<file path="config.mk">
export PLATFORM = sky130hd
export DESIGN_NAME = fm_top
export DESIGN_NICKNAME = d
export VERILOG_FILES = /design/src/fm_pkg.sv /design/src/fm_wr_in.sv /design/src/fm_bit_column.sv /design/src/fm_mem_array.sv /design/src/fm_rd_port.sv /design/src/fm_top.sv
export SDC_FILE = /design/constraint.sdc
export NUM_CORES = 1
export LEC_CHECK = 0
export ABC_AREA = 0
export BUFFER_PORTS_ARGS = -buffer_cell sky130_fd_sc_hd__buf_2
export CELL_PAD_IN_SITES_DETAIL_PLACEMENT = 1
export CELL_PAD_IN_SITES_GLOBAL_PLACEMENT = 2
export CORE_MARGIN = 2
export CORE_UTILIZATION = 43
export CTS_BUF_LIST = sky130_fd_sc_hd__clkbuf_4 sky130_fd_sc_hd__clkbuf_8 sky130_fd_sc_hd__clkbuf_16
export DETAILED_ROUTE_END_ITERATION = 8
export PLACE_DENSITY = 0.83
export SLEW_MARGIN = 5
export SYNTH_ARGS = -nofsm -noshare
export SYNTH_HDL_FRONTEND = slang
export SYNTH_HIERARCHICAL = 1
export SYNTH_SLANG_ARGS = --single-unit
export TNS_END_PERCENT = 50
</file>
<file path="constraint.sdc">
create_clock -name clk -period 4.4 [get_ports clk]
set_input_delay 0.22 -clock clk [delete_from_list [all_inputs] [get_ports clk]]
set_output_delay 0.22 -clock clk [all_outputs]
set_load 0.005 [all_outputs]
</file>
<file path="src/fm_pkg.sv">
`default_nettype none

package fm_pkg;

   // array geometry
   localparam int DATA_W = 16;
   localparam int DEPTH  = 16;
   localparam int ADDR_W = $clog2(DEPTH);
   localparam int NUM_WR = 2;

   // one write port: address, data, per-bit write mask
   typedef struct packed {
      logic [ADDR_W-1:0] addr;
      logic [DATA_W-1:0] data;
      logic [DATA_W-1:0] mask;
   } wr_req_t;

   // index p is write port p, higher index wins on conflicts
   typedef wr_req_t [NUM_WR-1:0] wr_req_arr_t;

   typedef struct packed {
      logic [ADDR_W-1:0] addr;
   } rd_req_t;

   // addr echoed back with the word
   typedef struct packed {
      logic [ADDR_W-1:0] addr;
      logic [DATA_W-1:0] data;
   } rd_rsp_t;

endpackage

`default_nettype wire

</file>
<file path="src/fm_wr_in.sv">
`default_nettype none

module fm_wr_in
   import fm_pkg::*;
(
   input  logic              clk,
   input  logic              rst,
   // write ports, valid only
   input  logic [NUM_WR-1:0] wr_valid,
   input  wr_req_arr_t       wr_req,
   // read request channel
   input  logic              rd_valid,
   output logic              rd_ready,
   input  rd_req_t           rd_req,
   // queue space from the output side
   input  logic              rd_space,
   // registered requests
   output logic [NUM_WR-1:0] wr_stg_valid,
   output wr_req_arr_t       wr_stg,
   output logic              rd_stg_valid,
   output rd_req_t           rd_stg
);

   logic rd_fire;

   assign rd_ready = rd_space;
   assign rd_fire  = rd_valid && rd_ready;

   always_ff @(posedge clk) begin
      if (rst) begin
         wr_stg_valid <= '0;
         rd_stg_valid <= 1'b0;
      end else begin
         wr_stg_valid <= wr_valid;
         rd_stg_valid <= rd_fire;
      end
   end

   // payload only, qualified by the valid bits above
   always_ff @(posedge clk) begin
      wr_stg <= wr_req;
      if (rd_fire) begin
         rd_stg <= rd_req;
      end
   end

   for (genvar p = 0; p < NUM_WR; p++) begin : g_wr_chk
      a_wr_addr_range: assert property (
         @(posedge clk) disable iff (rst)
         wr_valid[p] |-> (int'(wr_req[p].addr) < DEPTH)
      ) else $error("write port %0d address out of range", p);
   end

   a_rd_addr_range: assert property (
      @(posedge clk) disable iff (rst)
      rd_fire |-> (int'(rd_req.addr) < DEPTH)
   ) else $error("read address out of range");

   // request must hold until the handshake
   a_rd_req_stable: assert property (
      @(posedge clk) disable iff (rst)
      (rd_valid && !rd_ready) |=> (rd_valid && $stable(rd_req))
   ) else $error("rd_req changed while stalled");

endmodule

`default_nettype wire

</file>
<file path="src/fm_bit_column.sv">
`default_nettype none

module fm_bit_column
   import fm_pkg::*;
(
   input  logic                     clk,
   // one enable, address, data bit and mask bit per write port
   input  logic [NUM_WR-1:0]        we,
   input  logic [NUM_WR*ADDR_W-1:0] addr,
   input  logic [NUM_WR-1:0]        din,
   input  logic [NUM_WR-1:0]        bw,
   // bit b of every word
   output logic [DEPTH-1:0]         col
);

   logic [DEPTH-1:0] col_nxt;

   // ports applied in ascending order, so the last match is the highest port
   always_comb begin
      col_nxt = col;
      for (int p = 0; p < NUM_WR; p++) begin
         if (we[p] && bw[p]) begin
            col_nxt[addr[p*ADDR_W +: ADDR_W]] = din[p];
         end
      end
   end

   // storage flops, contents undefined after reset
   always_ff @(posedge clk) begin
      col <= col_nxt;
   end

endmodule

`default_nettype wire

</file>
<file path="src/fm_mem_array.sv">
`default_nettype none

module fm_mem_array
   import fm_pkg::*;
#(
   parameter int OUT_STAGES = 2
) (
   input  logic                          clk,
   input  logic [NUM_WR-1:0]             wr_stg_valid,
   input  wr_req_arr_t                   wr_stg,
   output logic [DEPTH-1:0][DATA_W-1:0]  rows
);

   logic [NUM_WR*ADDR_W-1:0]    wr_addr;
   logic [NUM_WR-1:0]           bit_din [DATA_W];
   logic [NUM_WR-1:0]           bit_bw  [DATA_W];
   logic [DEPTH-1:0]            col     [DATA_W];
   logic [DEPTH-1:0][DATA_W-1:0] rows_raw;

   // slice each port's data and mask per column
   always_comb begin
      for (int p = 0; p < NUM_WR; p++) begin
         wr_addr[p*ADDR_W +: ADDR_W] = wr_stg[p].addr;
         for (int b = 0; b < DATA_W; b++) begin
            bit_din[b][p] = wr_stg[p].data[b];
            bit_bw[b][p]  = wr_stg[p].mask[b];
         end
      end
   end

   for (genvar b = 0; b < DATA_W; b++) begin : g_col
      fm_bit_column u_col (
         .clk  (clk),
         .we   (wr_stg_valid),
         .addr (wr_addr),
         .din  (bit_din[b]),
         .bw   (bit_bw[b]),
         .col  (col[b])
      );
   end

   // columns back to words
   always_comb begin
      for (int w = 0; w < DEPTH; w++) begin
         for (int b = 0; b < DATA_W; b++) begin
            rows_raw[w][b] = col[b][w];
         end
      end
   end

   if (OUT_STAGES == 0) begin : g_no_out
      assign rows = rows_raw;
   end else begin : g_out
      logic [DEPTH-1:0][DATA_W-1:0] rows_sr [OUT_STAGES];

      always_ff @(posedge clk) begin
         rows_sr[0] <= rows_raw;
         for (int s = 1; s < OUT_STAGES; s++) begin
            rows_sr[s] <= rows_sr[s-1];
         end
      end

      assign rows = rows_sr[OUT_STAGES-1];
   end

endmodule

`default_nettype wire

</file>
<file path="src/fm_rd_port.sv">
`default_nettype none

module fm_rd_port
   import fm_pkg::*;
#(
   parameter int OUT_STAGES = 2,
   parameter int RSP_DEPTH  = 4
) (
   input  logic                         clk,
   input  logic                         rst,
   input  logic                         rd_stg_valid,
   input  rd_req_t                      rd_stg,
   input  logic [DEPTH-1:0][DATA_W-1:0] rows,
   output logic                         rd_space,
   output logic                         rsp_valid,
   input  logic                         rsp_ready,
   output rd_rsp_t                      rsp
);

   localparam int CNT_W = $clog2(RSP_DEPTH + 1);
   localparam int PTR_W = $clog2(RSP_DEPTH);

   logic              push;
   logic [ADDR_W-1:0] push_addr;
   rd_rsp_t           push_rsp;
   logic              pop;

   logic [CNT_W-1:0]  credits;
   logic [CNT_W:0]    outstanding;

   rd_rsp_t           q_mem [RSP_DEPTH];
   logic [PTR_W-1:0]  wr_ptr;
   logic [PTR_W-1:0]  rd_ptr;
   logic [CNT_W-1:0]  q_cnt;

   if (RSP_DEPTH < OUT_STAGES + 2) begin : g_bad_depth
      $error("RSP_DEPTH must be at least OUT_STAGES+2");
   end

   function automatic logic [PTR_W-1:0] next_ptr(input logic [PTR_W-1:0] ptr);
      return (ptr == PTR_W'(RSP_DEPTH - 1)) ? '0 : ptr + 1'b1;
   endfunction

   // address follows the rows through the same number of stages
   if (OUT_STAGES == 0) begin : g_no_dly
      assign push      = rd_stg_valid;
      assign push_addr = rd_stg.addr;
   end else begin : g_dly
      logic [OUT_STAGES-1:0] vld_sr;
      logic [ADDR_W-1:0]     addr_sr [OUT_STAGES];

      always_ff @(posedge clk) begin
         if (rst) begin
            vld_sr <= '0;
         end else begin
            vld_sr[0] <= rd_stg_valid;
            for (int s = 1; s < OUT_STAGES; s++) begin
               vld_sr[s] <= vld_sr[s-1];
            end
         end
      end

      always_ff @(posedge clk) begin
         addr_sr[0] <= rd_stg.addr;
         for (int s = 1; s < OUT_STAGES; s++) begin
            addr_sr[s] <= addr_sr[s-1];
         end
      end

      assign push      = vld_sr[OUT_STAGES-1];
      assign push_addr = addr_sr[OUT_STAGES-1];
   end

   assign push_rsp.addr = push_addr;
   assign push_rsp.data = rows[push_addr];

   assign pop       = rsp_valid && rsp_ready;
   assign rsp_valid = (q_cnt != '0);
   assign rsp       = q_mem[rd_ptr];

   // a read sits in rd_stg for one cycle before the counter sees it
   assign outstanding = credits + rd_stg_valid;
   assign rd_space    = (outstanding < RSP_DEPTH);

   always_ff @(posedge clk) begin
      if (rst) begin
         credits <= '0;
      end else if (rd_stg_valid && !pop) begin
         credits <= credits + 1'b1;
      end else if (!rd_stg_valid && pop) begin
         credits <= credits - 1'b1;
      end
   end

   always_ff @(posedge clk) begin
      if (rst) begin
         wr_ptr <= '0;
         rd_ptr <= '0;
         q_cnt  <= '0;
      end else begin
         if (push) begin
            wr_ptr <= next_ptr(wr_ptr);
         end
         if (pop) begin
            rd_ptr <= next_ptr(rd_ptr);
         end
         q_cnt <= q_cnt + push - pop;
      end
   end

   always_ff @(posedge clk) begin
      if (push) begin
         q_mem[wr_ptr] <= push_rsp;
      end
   end

   a_credit_bound: assert property (
      @(posedge clk) disable iff (rst)
      outstanding <= RSP_DEPTH
   ) else $error("credit count above RSP_DEPTH");

   a_no_overflow: assert property (
      @(posedge clk) disable iff (rst)
      push |-> (q_cnt < RSP_DEPTH) || pop
   ) else $error("push into full response queue");

endmodule

`default_nettype wire

</file>
<file path="src/fm_top.sv">
`default_nettype none

module fm_top
   import fm_pkg::*;
#(
   parameter int OUT_STAGES = 2,
   parameter int RSP_DEPTH  = 4
) (
   input  logic              clk,
   input  logic              rst,
   input  logic [NUM_WR-1:0] wr_valid,
   input  wr_req_arr_t       wr_req,
   input  logic              rd_valid,
   output logic              rd_ready,
   input  rd_req_t           rd_req,
   output logic              rsp_valid,
   input  logic              rsp_ready,
   output rd_rsp_t           rsp
);

   logic [NUM_WR-1:0]            wr_stg_valid;
   wr_req_arr_t                  wr_stg;
   logic                         rd_stg_valid;
   rd_req_t                      rd_stg;
   logic                         rd_space;
   logic [DEPTH-1:0][DATA_W-1:0] rows;

   fm_wr_in u_wr_in (
      .clk          (clk),
      .rst          (rst),
      .wr_valid     (wr_valid),
      .wr_req       (wr_req),
      .rd_valid     (rd_valid),
      .rd_ready     (rd_ready),
      .rd_req       (rd_req),
      .rd_space     (rd_space),
      .wr_stg_valid (wr_stg_valid),
      .wr_stg       (wr_stg),
      .rd_stg_valid (rd_stg_valid),
      .rd_stg       (rd_stg)
   );

   fm_mem_array #(
      .OUT_STAGES (OUT_STAGES)
   ) u_mem_array (
      .clk          (clk),
      .wr_stg_valid (wr_stg_valid),
      .wr_stg       (wr_stg),
      .rows         (rows)
   );

   fm_rd_port #(
      .OUT_STAGES (OUT_STAGES),
      .RSP_DEPTH  (RSP_DEPTH)
   ) u_rd_port (
      .clk          (clk),
      .rst          (rst),
      .rd_stg_valid (rd_stg_valid),
      .rd_stg       (rd_stg),
      .rows         (rows),
      .rd_space     (rd_space),
      .rsp_valid    (rsp_valid),
      .rsp_ready    (rsp_ready),
      .rsp          (rsp)
   );

endmodule

`default_nettype wire

</file>
==> results of run 1 <==
==> critical path: stages, from the launching register on <==
cell      delay (ps)
dfxtp_2         1050
buf_4            350
nor4bb_1         940
a22oi_1          260
a22oi_1          230
==> cell families after synthesis <==
logic type	synth area share [%]
XOR/XNOR	0.101
AND/OR/NAND/NOR	12.5
multiplexers	5.63
AO/OA/AOI/OAI	15.4
buffers and inverters	8.97
adder cells (fa/ha/maj)	0.403
flip-flops	57.0
==> final cells by class <==
| class | count | share of cell area (%) |
|---|---|---|
| Sequential cell | 949 | 52.3 |
| Multi-Input combinational cell | 1484 | 31.2 |
| Clock buffer | 126 | 7.18 |
| Timing Repair Buffer | 212 | 4.18 |
| Tap cell | 1060 | 3.49 |
| Clock inverter | 50 | 1.35 |
| Inverter | 36 | 0.355 |
| Antenna cell | 1 | 0.00658 |
==> cells in the final DEF (no fill, tap or decap), drive strengths merged, types with 28 or more instances in the layout <==
| cell type | count |
|---|---|
| and3b | 33 |
| inv | 48 |
| buf | 130 |
| nor3b | 33 |
| nand2b | 32 |
| dfxtp | 865 |
| nor2b | 52 |
| o21ai | 229 |
| a22oi | 408 |
| clkbuf | 126 |
| dlygate4sd3 | 82 |
| or4 | 28 |
| and4b | 64 |
| and4 | 32 |
| a32oi | 92 |
| nor2 | 39 |
| mux4 | 84 |
| edfxtp | 84 |
| nand4b | 32 |
| nand2 | 105 |
==> flip-flops by register name, indices dropped and copies added, names as in the netlist, 3 cells and up, named ones only <==
register / cells
u_rd_port/q_mem: 80
u_wr_in/wr_stg: 72
u_mem_array/g_out.rows_sr: 512
u_rd_port/q_cnt: 3
u_rd_port/credits: 3
u_wr_in/rd_stg: 4
u_rd_port/g_dly.addr_sr: 8
u_mem_array/g_col.u_col/col: 256
==> how the worst min path moves through the flow <==
stage / endpoint / from / cells after the start
after detailed placement: u_mem_array/g_out.rows_sr[0][403]$_DFF_P_ / u_mem_array/g_out.rows_sr[0][147]$_DFF_P_ / 0
final: register / rsp_ready / 4
after global routing: register / rsp_ready / 4
after CTS: register / rsp_ready / 4
after floorplan: u_wr_in/wr_stg[0]$_DFF_P_ / wr_req[0] / 0
after global placement: u_mem_array/g_out.rows_sr[0][423]$_DFF_P_ / u_mem_array/g_out.rows_sr[0][167]$_DFF_P_ / 0
==> power by group through the flow <==
stage	registers (W)	logic [W]	clock network (W)
final	0.0118	0.00234	0.00820
after global routing	0.0120	0.00258	0.00875
after CTS	0.0118	0.00233	0.00838
after detailed placement	0.0120	0.00225	0
after global placement	0.0119	0.00216	0
after floorplan	0.0114	0.00256	0
==> layer usage <==
| metal | up-vias | GRT usage (%) |
|---|---|---|
| li1 | 10512 | - |
| met2 | 730 | 36.8 |
| met4 | 2 | 7.12 |
| met3 | 165 | 2.95 |
| met1 | 11446 | 28.2 |
| met5 | - | 0 |
==> metrics by stage <==
stage	setup slack (ps)	instances	cell area (um^2)	power (W)	hold slack, ps
detailed placement	1590	3659	34000	0.0143	313
CTS	1560	3917	38000	0.0226	4.23
finish	1470	3918	38000	0.0223	39.7
floorplan	1050	2904	34800	0.0140	248
global route	1270	3917	38000	0.0234	53.2
global placement	1770	3659	34000	0.0140	310
==> impl_metrics.tcl, run 1 <==
set metrics [dict create \
    grt_pass1_wl_mm 141 \
    postCtsHoldBufs 82 \
    dr.pass1.iters 6 \
    syn_nets 2996 \
    nFillCells 8186 \
    end_kind "register" \
    synthCells 2904 \
    slew_headroom_pct 9.99 \
    top_layer_used "met5" \
    cts_buffers 94 \
    die_w_um 288 \
    finalHoldViolCount 0 \
    synth.most_common_cell "dfxtp_1" \
    clockPowerShare_pct 36.7 \
    r2r_start "u_wr_in/wr_stg_valid[1]$_SDFF_PP0_" \
    crit_arrival_ps 3490 \
    vdd_drop_max_mv 0.317 \
    cts.reportedPaths.clkPinSlew_ps 60 \
    multi_input_area_mm2 0.0118 \
    rsz0062_at_grt "no" \
    ios 104 \
    drt-total-wl_mm 90.5 \
    synth_ff_type "dfxtp_1" \
    seqPwrFrac_pct 52.9 \
    yosys-top-cells-area "dfxtp_1, a22oi_1, edfxtp_1" \
    synth-async-reset-ratio_pct 0 \
    gp_congestion 0.838 \
    portBuffers 103 \
    crit_fanout 48 \
    fin_crit_sh_pct 66.5 \
    required_ps 4960 \
    yosysTopAreaCellShare_pct 49.8 \
    pwr_density_cell_mw_per_mm2 588 \
    fin_setup_tns_ps 0 \
    synthToLayoutAreaGrowth_pct 9.28 \
    wl_met1_mm 39.6 \
    p_comb_share_pct 10.5 \
    drt_iter0_drc 1869 \
    clkLatencyLatePin_ps 650 \
    timing.final.crit_period_ps 2930 \
    core_mm2 0.0803 \
    ys_seq_elements 949 \
    grt_max_degree 77 \
    ff_latch_area_mm2 0.0199 \
    wl_per_cell_um 23.1 \
    p_sw_w 0.00559 \
    cts.path.max_buffers 3 \
    max_freq_mhz 342 \
    syn_area_per_cell_um2 12.0 \
    worstSetupPathType "register to register" \
    intPower_w 0.0168 \
    synth_cell_type_count 54 \
    rows 104 \
    switching_share_pct 25.0 \
    yosys_warnings 6 \
    crit_path_start_kind "register" \
    synth_edf_count 84 \
    regToRegEndpoint "u_mem_array/g_col[5].u_col/col[2]$_DFF_P_" \
    dieArea_mm2 0.0832 \
    utilization_pct 47.4 \
    first_global_vias 24157 \
    antenna_found_initial 3 \
    wl_met3_mm 4.62 \
    overflow 0 \
    cts_setup_buffers 0 \
    yosysTopAreaCell "dfxtp_1" \
    cts.sinks 949 \
    worst_pin_slew_ps 1340 \
    startpoint "u_wr_in/wr_stg_valid[1]$_SDFF_PP0_" \
    synth_commonest_cells "dfxtp_1, a22oi_1, buf_4" \
    initial_utilization_pct 43.3 \
    nets 2869 \
    finalSetupViolCount 0 \
    ant_nets 0 \
    ys_seq_area_share_pct 57.0 \
    ff2ff_path_depth 4 \
    worstSetupEndpoint "u_mem_array/g_col[5].u_col/col[2]$_DFF_P_" \
    syn_area_mm2 0.0348 \
    final_max_slew_viol_count 0 \
    htree_levels 3 \
    status "completed" \
    skew_ps 25.5 \
    hold_path_class "primary input to register" \
    vias_per_cell 5.83 \
    die_y_um 288 \
    dr_wl_met2_mm 44.1 \
    r2r_slack_ps 1470 \
    cts-root-buf "clkbuf_16" \
    cts_resized 0 \
    via_count 22855 \
    drc_errors 0 \
    p_leak_nw 14.6 \
    layout-drive-gt1-share_pct 15.9 \
    maxCapViolCount 0 \
    grt_usage_pct 21.6 \
    dp_hpwl_mm 57.7 \
    cts_tree "yes" \
]
No activity file was read; power rests on OpenSTA's default activity.
==> run 2: changes to the inputs <==
--- a/config.mk
+++ b/config.mk
@@ -5,15 +5,15 @@
 export SDC_FILE = /design/constraint.sdc
 export NUM_CORES = 1
 export LEC_CHECK = 0
-export ABC_AREA = 0
+export ABC_AREA = 1
 export BUFFER_PORTS_ARGS = -buffer_cell sky130_fd_sc_hd__buf_2
 export CELL_PAD_IN_SITES_DETAIL_PLACEMENT = 1
 export CELL_PAD_IN_SITES_GLOBAL_PLACEMENT = 2
 export CORE_MARGIN = 2
-export CORE_UTILIZATION = 43
+export CORE_UTILIZATION = 38
 export CTS_BUF_LIST = sky130_fd_sc_hd__clkbuf_4 sky130_fd_sc_hd__clkbuf_8 sky130_fd_sc_hd__clkbuf_16
 export DETAILED_ROUTE_END_ITERATION = 8
-export PLACE_DENSITY = 0.83
+export PLACE_DENSITY = 0.84
 export SLEW_MARGIN = 5
 export SYNTH_ARGS = -nofsm -noshare
 export SYNTH_HDL_FRONTEND = slang
==> constraint.sdc (replaced) <==
create_clock -name clk -period 2.9 [get_ports clk]
set_input_delay 0.145 -clock clk [delete_from_list [all_inputs] [get_ports clk]]
set_output_delay 0.145 -clock clk [all_outputs]
set_load 0.005 [all_outputs]
==> run 2 against run 1 <==
  * Worst setup slack worse by 1200 ps
  * Cell count up 58%
  * Cell area up 13%
  * Clock skew fell by 9.5 ps
  * Critical endpoint is now rsp[14]
  * Largest cell class unchanged
==> impl_metrics.tcl, run 2 <==
set metrics [dict create \
    dr.pass1.iters 5 \
    multi_input_area_mm2 0.0135 \
    wl_per_cell_um 17.2 \
    mostFrequentLayoutCells "nand2_1, nand3_1, dfxtp_1" \
    crit_path_start_kind "register" \
    p_comb_share_pct 15.1 \
    ant_nets 0 \
    dieArea_mm2 0.103 \
    max_stage_delay_ps 350 \
    cts-root-buf "clkbuf_16" \
    wl_met3_mm 3.70 \
    ios 104 \
    maxCapViolCount 0 \
    hold_path_class "primary input to register" \
    synthCells 4801 \
    cts_setup_buffers 0 \
    largest_registers "u_mem_array/g_out.rows_sr: 512 flops, u_mem_array/g_col.u_col/col: 256 flops, u_rd_port/q_mem: 80 flops" \
    cts_tree "yes" \
    initial_utilization_pct 38.2 \
    crit_arrival_ps 2440 \
    yosys-top-cells-area "dfxtp_1, nand2_1, nand3_1" \
    cts_resized 0 \
    htree_levels 3 \
    ys_seq_elements 949 \
    yosysTopAreaCellShare_pct 45.4 \
    worstSetupPathType "register to output port" \
    syn_nets 4893 \
    synth_ff_type "dfxtp_1" \
    fin_crit_sh_pct 89.1 \
    syn_area_per_cell_um2 7.94 \
    gp_congestion 0.817 \
    worst_slack_ps 317 \
    final_max_slew_viol_count 0 \
    layout-drive-gt1-share_pct 14.1 \
    yosys_warnings 6 \
    skew_ps 16.0 \
    die_w_um 321 \
    synth.most_common_cell "nand2_1" \
    fin_setup_tns_ps 0 \
    via_count 29735 \
    top_layer_used "met5" \
    rows 116 \
    synthToLayoutAreaGrowth_pct 12.5 \
    timing.final.crit_period_ps 2580 \
    largest_register_ffs 512 \
    stdcell_count 6179 \
    drc_errors 0 \
    dp_hpwl_mm 69.3 \
    synth_commonest_cells "nand2_1, dfxtp_1, nand3_1" \
    nFillCells 11846 \
    dp_slack_ps 802 \
    die_y_um 321 \
    syn_area_mm2 0.0381 \
    antenna_cells 0 \
    synth_edf_count 84 \
    first_global_vias 29825 \
    p_sw_w 0.0105 \
    drt-total-wl_mm 106 \
    drt_iter0_drc 1594 \
    cts.sinks 949 \
    status "completed" \
    core_mm2 0.0997 \
    synth-async-reset-ratio_pct 0 \
    overflow 0 \
    finalHoldViolCount 0 \
    end_kind "output port" \
    slowest_stage "buf_4" \
    dr_wl_met2_mm 48.9 \
    antenna_found_initial 4 \
    path_delay_family "buffers and inverters" \
    crit_fanout 18 \
    utilization_pct 43.0 \
    nets 4886 \
    slew_headroom_pct 37.7 \
    vdd_drop_max_mv 0.518 \
    synth_cell_type_count 32 \
    yosysTopAreaCell "dfxtp_1" \
    finalSetupViolCount 0 \
    cts_buffers 103 \
    portBuffers 103 \
    switching_share_pct 28.6 \
    wl_met1_mm 50.9 \
    ff_latch_area_mm2 0.0199 \
    worstPathBufferInverterCount 4 \
    intPower_w 0.0263 \
    final_common_cell "nand2_1" \
    postCtsHoldBufs 84 \
    dp.cells 5903 \
    cp_cell_sequence "inv_1 -> buf_4 -> buf_4 -> o21ai_0 -> o22ai_1 -> buf_2" \
    rsz0062_at_grt "no" \
    seqPwrFrac_pct 48.0 \
    cts.path.max_buffers 3 \
    required_ps 2760 \
    cts.reportedPaths.clkPinSlew_ps 60 \
    clockPowerShare_pct 36.9 \
    clkLatencyLatePin_ps 680 \
    pwr_density_cell_mw_per_mm2 858 \
    grt_pass1_wl_mm 168 \
    ys_seq_area_share_pct 52.0 \
    cpMostUsedCell "buf_4" \
    finalInstanceArea_mm2 0.0429 \
    grt_usage_pct 20.7 \
    grt_max_degree 82 \
    detailed_place.area_mm2 0.0385 \
    max_freq_mhz 387 \
    p_leak_nw 20.0 \
    vias_per_cell 4.81 \
    worst_pin_slew_ps 934 \
    largest-register "u_mem_array/g_out.rows_sr" \
]
==> run 2: area by class of cell <==
cell class	instances	area share [%]
flip-flops and latches	949	46.3
inverters	634	5.55
repair buffers	242	4.56
multi-input cells	2864	31.4
clock buffers	135	6.92
well taps	1298	3.78
clock inverters	57	1.43
==> run 2: metal layers <==
metal,up-vias,track usage (%)
met4,2,5.53
li1,14838,-
met2,422,34.4
met1,14321,28.3
met3,152,2.88
met5,-,0
==> run 2: cell families (layout without fill, tap and decap cells) <==
kind of cell             after synthesis  count (layout)  share of synthesized area (%)
flip-flops                           949             949                           52.0
buffers and inverters                988            1068                           12.6
AO/OA/AOI/OAI                        163             163                           2.33
adder cells (fa/ha/maj)               10              10                          0.368
AND/OR/NAND/NOR                     2688            2688                           32.6
XOR/XNOR                               3               3                         0.0689
==> run 2: power by group through the flow <==
stage | Clock, W | Sequential [W] | Combinational, W
floorplan | 0 | 0.0174 | 0.00494
global placement | 0 | 0.0179 | 0.00533
detailed placement | 0 | 0.0180 | 0.00548
CTS | 0.0140 | 0.0177 | 0.00562
global route | 0.0145 | 0.0180 | 0.00642
finish | 0.0136 | 0.0177 | 0.00556
==> run 2: worst paths after layout <==
path	startpoint	endpoint	slack (ps)	cells past startpoint
worst max-delay path	register	rsp[14]	320	6
worst max register to register	u_wr_in/wr_stg[33]$_DFF_P_	u_mem_array/g_col[1].u_col/col[2]$_DFF_P_	810	8
worst min register to register	u_mem_array/g_out.rows_sr[0][247]$_DFF_P_	u_mem_array/g_out.rows_sr[0][503]$_DFF_P_	320	0
worst min-delay path	wr_req[8]	u_wr_in/wr_stg[8]$_DFF_P_	100	2
==> run 2: metrics by stage <==
stage | total power (W) | hold slack, ps
CTS | 0.0373 | 53.1
detailed placement | 0.0235 | 249
finish | 0.0368 | 101
global placement | 0.0232 | 247
global route | 0.0390 | 68.9
floorplan | 0.0223 | 173
